**src/hw/skein_settings.svh**
```systemverilog
`ifndef SKEIN_SETTINGS_SVH
`define SKEIN_SETTINGS_SVH

// Width of one Skein-1024 state word
`define SKEIN_WORD_BITS 64

// Words per 1024-bit block, and key words including the parity word
`define SKEIN_STATE_WORDS 16
`define SKEIN_KEY_WORDS 17

// The message occupies the low words and the nonce sits right above it
`define SKEIN_MSG_WORDS 10
`define SKEIN_NONCE_WORD 10

// Number of registered subkey-injection stages
`define SKEIN_INJECTIONS 4

// Key-schedule parity constant
`define SKEIN_KS_PARITY 64'h5555555555555555

`endif

```
**src/hw/skeinPkg.sv**
```systemverilog
`include "skein_settings.svh"

package skeinPkg;

	typedef logic [`SKEIN_WORD_BITS-1:0] wordT;
	typedef wordT [`SKEIN_STATE_WORDS-1:0] stateT;
	typedef wordT [`SKEIN_KEY_WORDS-1:0] keyT;
	typedef wordT [2:0] tweakT;
	typedef wordT [`SKEIN_MSG_WORDS-1:0] msgT;

	// Configuration port opcodes
	typedef enum logic [1:0] {
		cfgKey = 2'd0,
		cfgTweak = 2'd1,
		cfgNonce = 2'd2
	} cfgOpT;

	// Parity word of the key schedule over sixteen words
	function automatic wordT parityOf(stateT words);
		wordT acc;
		acc = `SKEIN_KS_PARITY;
		for (int i = 0; i < `SKEIN_STATE_WORDS; i++)
		begin
			acc ^= words[i];
		end
		return acc;
	endfunction

	// The input block holds the message words, then the nonce, with zeros above
	function automatic stateT buildBlock(msgT msg, wordT nonce);
		stateT blk;
		blk = '0;
		for (int i = 0; i < `SKEIN_MSG_WORDS; i++)
		begin
			blk[i] = msg[i];
		end
		blk[`SKEIN_NONCE_WORD] = nonce;
		return blk;
	endfunction

endpackage

```
**src/hw/skeinNonceGen.sv**
```systemverilog
`timescale 1ns/1ps
`include "skein_settings.svh"

module skeinNonceGen import skeinPkg::*;
#(
	parameter int hashers = 1
)
(
	input logic clk,
	input logic arstN,
	input logic run,
	input msgT msgWords,
	input wordT nonceStart,
	output logic blkValid,
	output stateT blkState,
	output wordT nonce
);

	localparam int drainBits = $clog2(`SKEIN_INJECTIONS + 1);

	// Cycles left until the last accepted block has reached the output stage
	logic [drainBits-1:0] drainCount;
	logic stepping;

	// The output stage recovers each block's nonce from this counter, so it
	// keeps stepping until the pipeline has drained and only then reloads
	assign stepping = run || (drainCount != '0);

	always_ff @(posedge clk or negedge arstN)
	begin
		if (!arstN)
		begin
			blkValid <= 1'b0;
			drainCount <= '0;
			nonce <= '0;
		end
		else
		begin
			blkValid <= run;
			if (run)
			begin
				drainCount <= drainBits'(`SKEIN_INJECTIONS);
			end
			else if (drainCount != '0)
			begin
				drainCount <= drainCount - 1'b1;
			end
			if (stepping)
			begin
				nonce <= nonce + wordT'(hashers);
			end
			else
			begin
				nonce <= nonceStart;
			end
		end
	end

	// Block k of a run carries nonceStart + k * hashers
	always_ff @(posedge clk)
	begin
		if (run)
		begin
			blkState <= buildBlock(msgWords, nonce);
		end
	end

endmodule

```
**config.mk**
```make
export PLATFORM = sky130hd
export DESIGN_NAME = skeinNonceGen
export DESIGN_NICKNAME = d
export VERILOG_FILES = /design/src/hw/skeinPkg.sv /design/src/hw/skeinNonceGen.sv
export VERILOG_INCLUDE_DIRS = /design/src /design/src/hw
export SDC_FILE = /design/constraint.sdc
export NUM_CORES = 1
export LEC_CHECK = 0
export BUFFER_PORTS_ARGS = -buffer_cell sky130_fd_sc_hd__buf_2
export CORE_AREA = 2 2 698 700
export DETAILED_ROUTE_END_ITERATION = 16
export DIE_AREA = 0 0 700 702
export GPL_ROUTABILITY_DRIVEN = 0
export HOLD_SLACK_MARGIN = 0.05
export PLACE_DENSITY = 0.3
export SYNTH_ARGS = -nofsm -noshare
export SYNTH_HDL_FRONTEND = slang
export SYNTH_SLANG_ARGS = --single-unit
```
**constraint.sdc**
```tcl
create_clock -name clk -period 2.9 [get_ports clk]
set_clock_uncertainty 0.2 [all_clocks]
set_input_delay 0.87 -clock clk [delete_from_list [all_inputs] [get_ports clk]]
set_output_delay 0.87 -clock clk [all_outputs]
set_load 0.01 [all_outputs]
```
Word-level counts from Yosys, hierarchy flattened
Cells that the tools add are included.
- word-level logic and storage cells: 22
- bits in registers: 772
- input port bits: 707
- reduce and logical (&&, ||, !) cells: 3
- mux-type cells: 3
- $add $sub $neg: 2
- operators by type and width (kind ; number):
    $add A64 B1 Y64 const B ; 1
    $mux W64 ; 1
    $mux W3 ; 2
    $reduce_bool A3 Y1 ; 1
    $sub A3 B1 Y3 const B ; 1
    $reduce_bool A2 Y1 ; 1
    $logic_or A1 B1 Y1 ; 1

Depth between registers and ports, before layout
- word-level depth: 3
- depth in mapped cells: 8
- depth with buffers taken out: 7

Worst setup path after synthesis
Ideal clock, no wire load.
- path kind: register -> register
- from: reg nonce[0]
- to: reg nonce[56]
- stages on the path, launching flop included: 7
- slack: 445 ps
- data arrival time: 2131 ps
- clock period less this slack: 2455 ps
- library setup time: 124 ps
- path buffers: 0
- path through: dfrtp_1 > ha_1 > nand2_1 > or4_1 > nor4_2 > a31oi_1 > o31a_1
- word-level cells in the longest chain between the ends: 2
- ends and longest elaborated chain (item ; RTL line ; text):
    start, declared ; skeinNonceGen.sv:16 ; output wordT nonce
    start signal, assigned ; skeinNonceGen.sv:50 ; nonce <= nonce + wordT'(hashers);
    start signal, assigned ; skeinNonceGen.sv:54 ; nonce <= nonceStart;
    $add A64 B1 Y64 ; skeinNonceGen.sv:50 ;
    $mux W64 ; skeinNonceGen.sv:48 ; if (stepping)
Every way passes these cells.
A chain may end at the register's enable or synchronous reset.

Worst setup path in the final report
- from: reg nonce[9]
- to: out nonce[9]
No word-level cell between the ends.

==> results.cfg <==
[drt]
wire_per_inst_um = 25.92
final_antenna_net_count = 0
highest_layer = met5
viasPerCell = 2.285
dr_wl_met3_um = 27130
drt_first_pass_iters = 6
drcViolationCount = 0
routed-wl-met2_um = 131600
m1WireLength_um = 100500
routed_wl_um = 271300
vias = 23918
drtIter0Drc = 1853

[floorplan]
initial_core_util_pct = 5.704
die_w_um = 700
core-area_sq_um = 484300
dieArea_sq_um = 491400
rows = 256
die_h_um = 702
ios = 1796

[finish]
nFillCells = 55455
area_growth_pct = 93.01
drive_gt1_share_pct = 44.85
nets = 4561

[clock_tree]
cts_root_buffer = clkbuf_16
cts.sink_count = 772
clock_latency_ns = 0.83
cts_buffers = 108
cts_tree = done
htree_levels = 3
cts_max_path_buffers = 4
clkSlewWorstSetupHoldPaths_ns = 0.06

[setup_path]
worst-endpoint-required_ns = 1.83
arrival_ns = 1.70
worst_setup_path_start_kind = flop
critPathMaxFanout = 6
critPathKind = reg -> out
end_kind = output pin

[timing]
slew_violations = 0
setup_violations = 0
relSlewSlack_pct = 52.40
fin_crit_sh_pct = 95.41
rsz0062_at_grt = no
max_freq_mhz = 361.4
final.min_clock_period_ns = 2.767
worst_pin_slew_ns = 0.7141
setup_tns_ns = 0
hold_viol = 0

[pwr]
total_power_mw = 36.78
leakagePower_nw = 20.28
cellPowerDensity_nw_per_um2 = 689.8
peakVddDrop_mv = 0.4113

[global_routing]
gr-usage-all-layers_pct = 10.48
grt_pass1_vias = 23466
grt_pass1_wl_um = 319300
antenna_found_initial = 261
grt_max_degree = 81
grt.overflow.total = 0

[min_path]
hold_class = in -> reg

[synth]
ys.flop_type = edfxtp_1
synth_edf_count = 704
ys_types = 49
ys_seq_elements = 772
synthCells = 1491
synth.avg_cell_area_sq_um = 18.53
synthArstFlopShare_pct = 8.808
ys_seq_area_share_pct = 82.68
yosys_warnings = 0
syn-cell-area_sq_um = 27630

[placement]
portBuffers = 1475
hpwlAfterDp_um = 238800

[job]
drv_cap = 0

[status]
status = complete, no violations
Yosys cell counts (2+ instances only):
cell type / n / area (sq um)
nand2b_1: 2 / 12.51
and4_1: 12 / 105.1
or4_1: 10 / 75.07
and2_1: 9 / 56.30
o41ai_1: 4 / 35.03
a31oi_1: 18 / 112.6
a22oi_1: 3 / 22.52
nor4_1: 3 / 18.77
dfrtp_1: 68 / 1702
buf_4: 320 / 2402
nand2_1: 70 / 262.8
nor3b_1: 2 / 15.01
nor2_1: 31 / 116.4
clkbuf_1: 16 / 60.06
edfxtp_1: 704 / 21140
buf_1: 2 / 7.510
mux2i_1: 6 / 60.06
xnor2_1: 13 / 113.9
ha_1: 3 / 37.54
o31ai_1: 8 / 60.06
nand3_2: 2 / 20.02
nand4_2: 2 / 25.02
nand3_1: 35 / 175.2
and3_1: 6 / 37.54
inv_1: 7 / 26.28
or2_1: 2 / 12.51
or3_1: 9 / 56.30
nand4_1: 24 / 150.1
nor3_1: 14 / 70.07
o21ai_0: 24 / 120.1
mux2_2: 3 / 33.78
nor4_4: 3 / 63.81
nor4b_1: 2 / 17.52
a21oi_1: 4 / 20.02
or4b_1: 3 / 30.03
xor2_1: 21 / 183.9
o21ai_1: 14 / 70.07
kinds of logic after synthesis:
kind of cell	synth area share (%)
DFF	82.68
buffers and inverters	9.094
and+or+nand+nor	4.941
AOI/OAI and AO/OA	1.717
xor gates and xnor gates	1.078
muxes	0.3397
adders and majority gates	0.1359
other	0.01357
cell type report:
class | count | area, sq um | share of cell area, %
clock buffers | 133 | 2818 | 5.284
multi-input cells | 691 | 3493 | 6.551
inverters | 7 | 26.28 | 0.04928
repair buffers | 2271 | 15280 | 28.66
well taps | 6450 | 8070 | 15.13
flip-flops and latches | 772 | 22850 | 42.85
diodes | 85 | 212.7 | 0.3989
clock inverters | 59 | 573.1 | 1.075
cells in the final DEF, fill, tap and decap left out, types with 4 or more instances in the layout:
cell type,Yosys,layout
conb_1,1,320
nand4_1,24,24
or3_1,9,9
a31oi_1,18,18
o41ai_1,4,4
diode_2,0,85
buf_6,1,6
clkbuf_1,16,24
bufinv_16,0,9
o21ai_1,14,14
xnor2_1,13,13
clkinv_1,0,15
or4_1,10,9
dlygate4sd3_1,0,682
o21ai_0,24,24
mux2i_1,6,6
o31ai_1,8,8
nor3_1,14,14
buf_2,1,1454
and3_1,6,6
and2_1,9,9
dfrtp_2,0,6
a21oi_1,4,4
nand3_1,35,35
clkinvlp_4,0,11
nand2_1,70,70
clkinv_2,0,16
inv_1,7,7
clkbuf_16,0,109
nor2_1,31,31
and4_1,12,12
inv_6,0,4
buf_4,320,117
xor2_1,21,21
edfxtp_1,704,704
buf_12,0,10
dfrtp_1,68,62
worst max-delay path: stages, from the launching register on:
cell     delay (ns)
dfrtp_1        0.36
buf_4          0.16
buf_2          0.34
layer usage:
metal | vias up | global-route usage (%)
met1 | 11811 | 11.56
met2 | 1642 | 18.00
met4 | 118 | 3.780
met3 | 520 | 4.309
met5 | - | 0.2549
li1 | 9827 | -
timing repair:
action,in CTS,in global routing
hold buffers,682,0
gates cloned,0,0
endpoints found under the setup margin,24,2
buffers inserted,0,0
resized for setup,32,2
pin swaps,0,1
hold endpoints to repair,706,0
sequential cells by signal, indices dropped and copies added (netlist names):
name and cells:
blkState 704, blkValid 1, drainCount 3, nonce 64
path summary, 6_finish.rpt:
path / startpoint / end / slack, ns / depth (start not counted)
worst min-delay path: msgWords[562] / blkState[562] / 0.13 / 1
worst max register to register: nonce[14] / nonce[56] / 0.16 / 6
worst min register to register: nonce[22] / blkState[662] / 0.33 / 0
worst max-delay path: nonce[9] / nonce[9] / 0.13 / 2
max in group asynchronous: arstN / nonce[60] / 1.30 / 3
min in group asynchronous: arstN / nonce[35] / 0.43 / 2
through the flow:
stage	utilization (%)	hold WS [ns]	worst slack, ns	cells	cell area, sq um
detailed placement	8.836	0.3147	0.1108	9509	42790
global route	10.98	0.06030	0.01832	10418	53200
floorplan	-	0.2720	0.4446	1810	28820
CTS	10.96	0.05114	-0.02160	10383	53100
finish	11.01	0.1269	0.1331	10468	53320
global placement	8.836	0.3149	0.04038	9509	42790
report_power, final:
part	total (mW)	leakage, nW	switching [mW]	internal [mW]
combinational	8.61	11.0	5.70	2.91
clock	13.3	1.63	5.64	7.67
sequential	14.9	7.63	1.12	13.7
(Power assumes the default switching activity.)
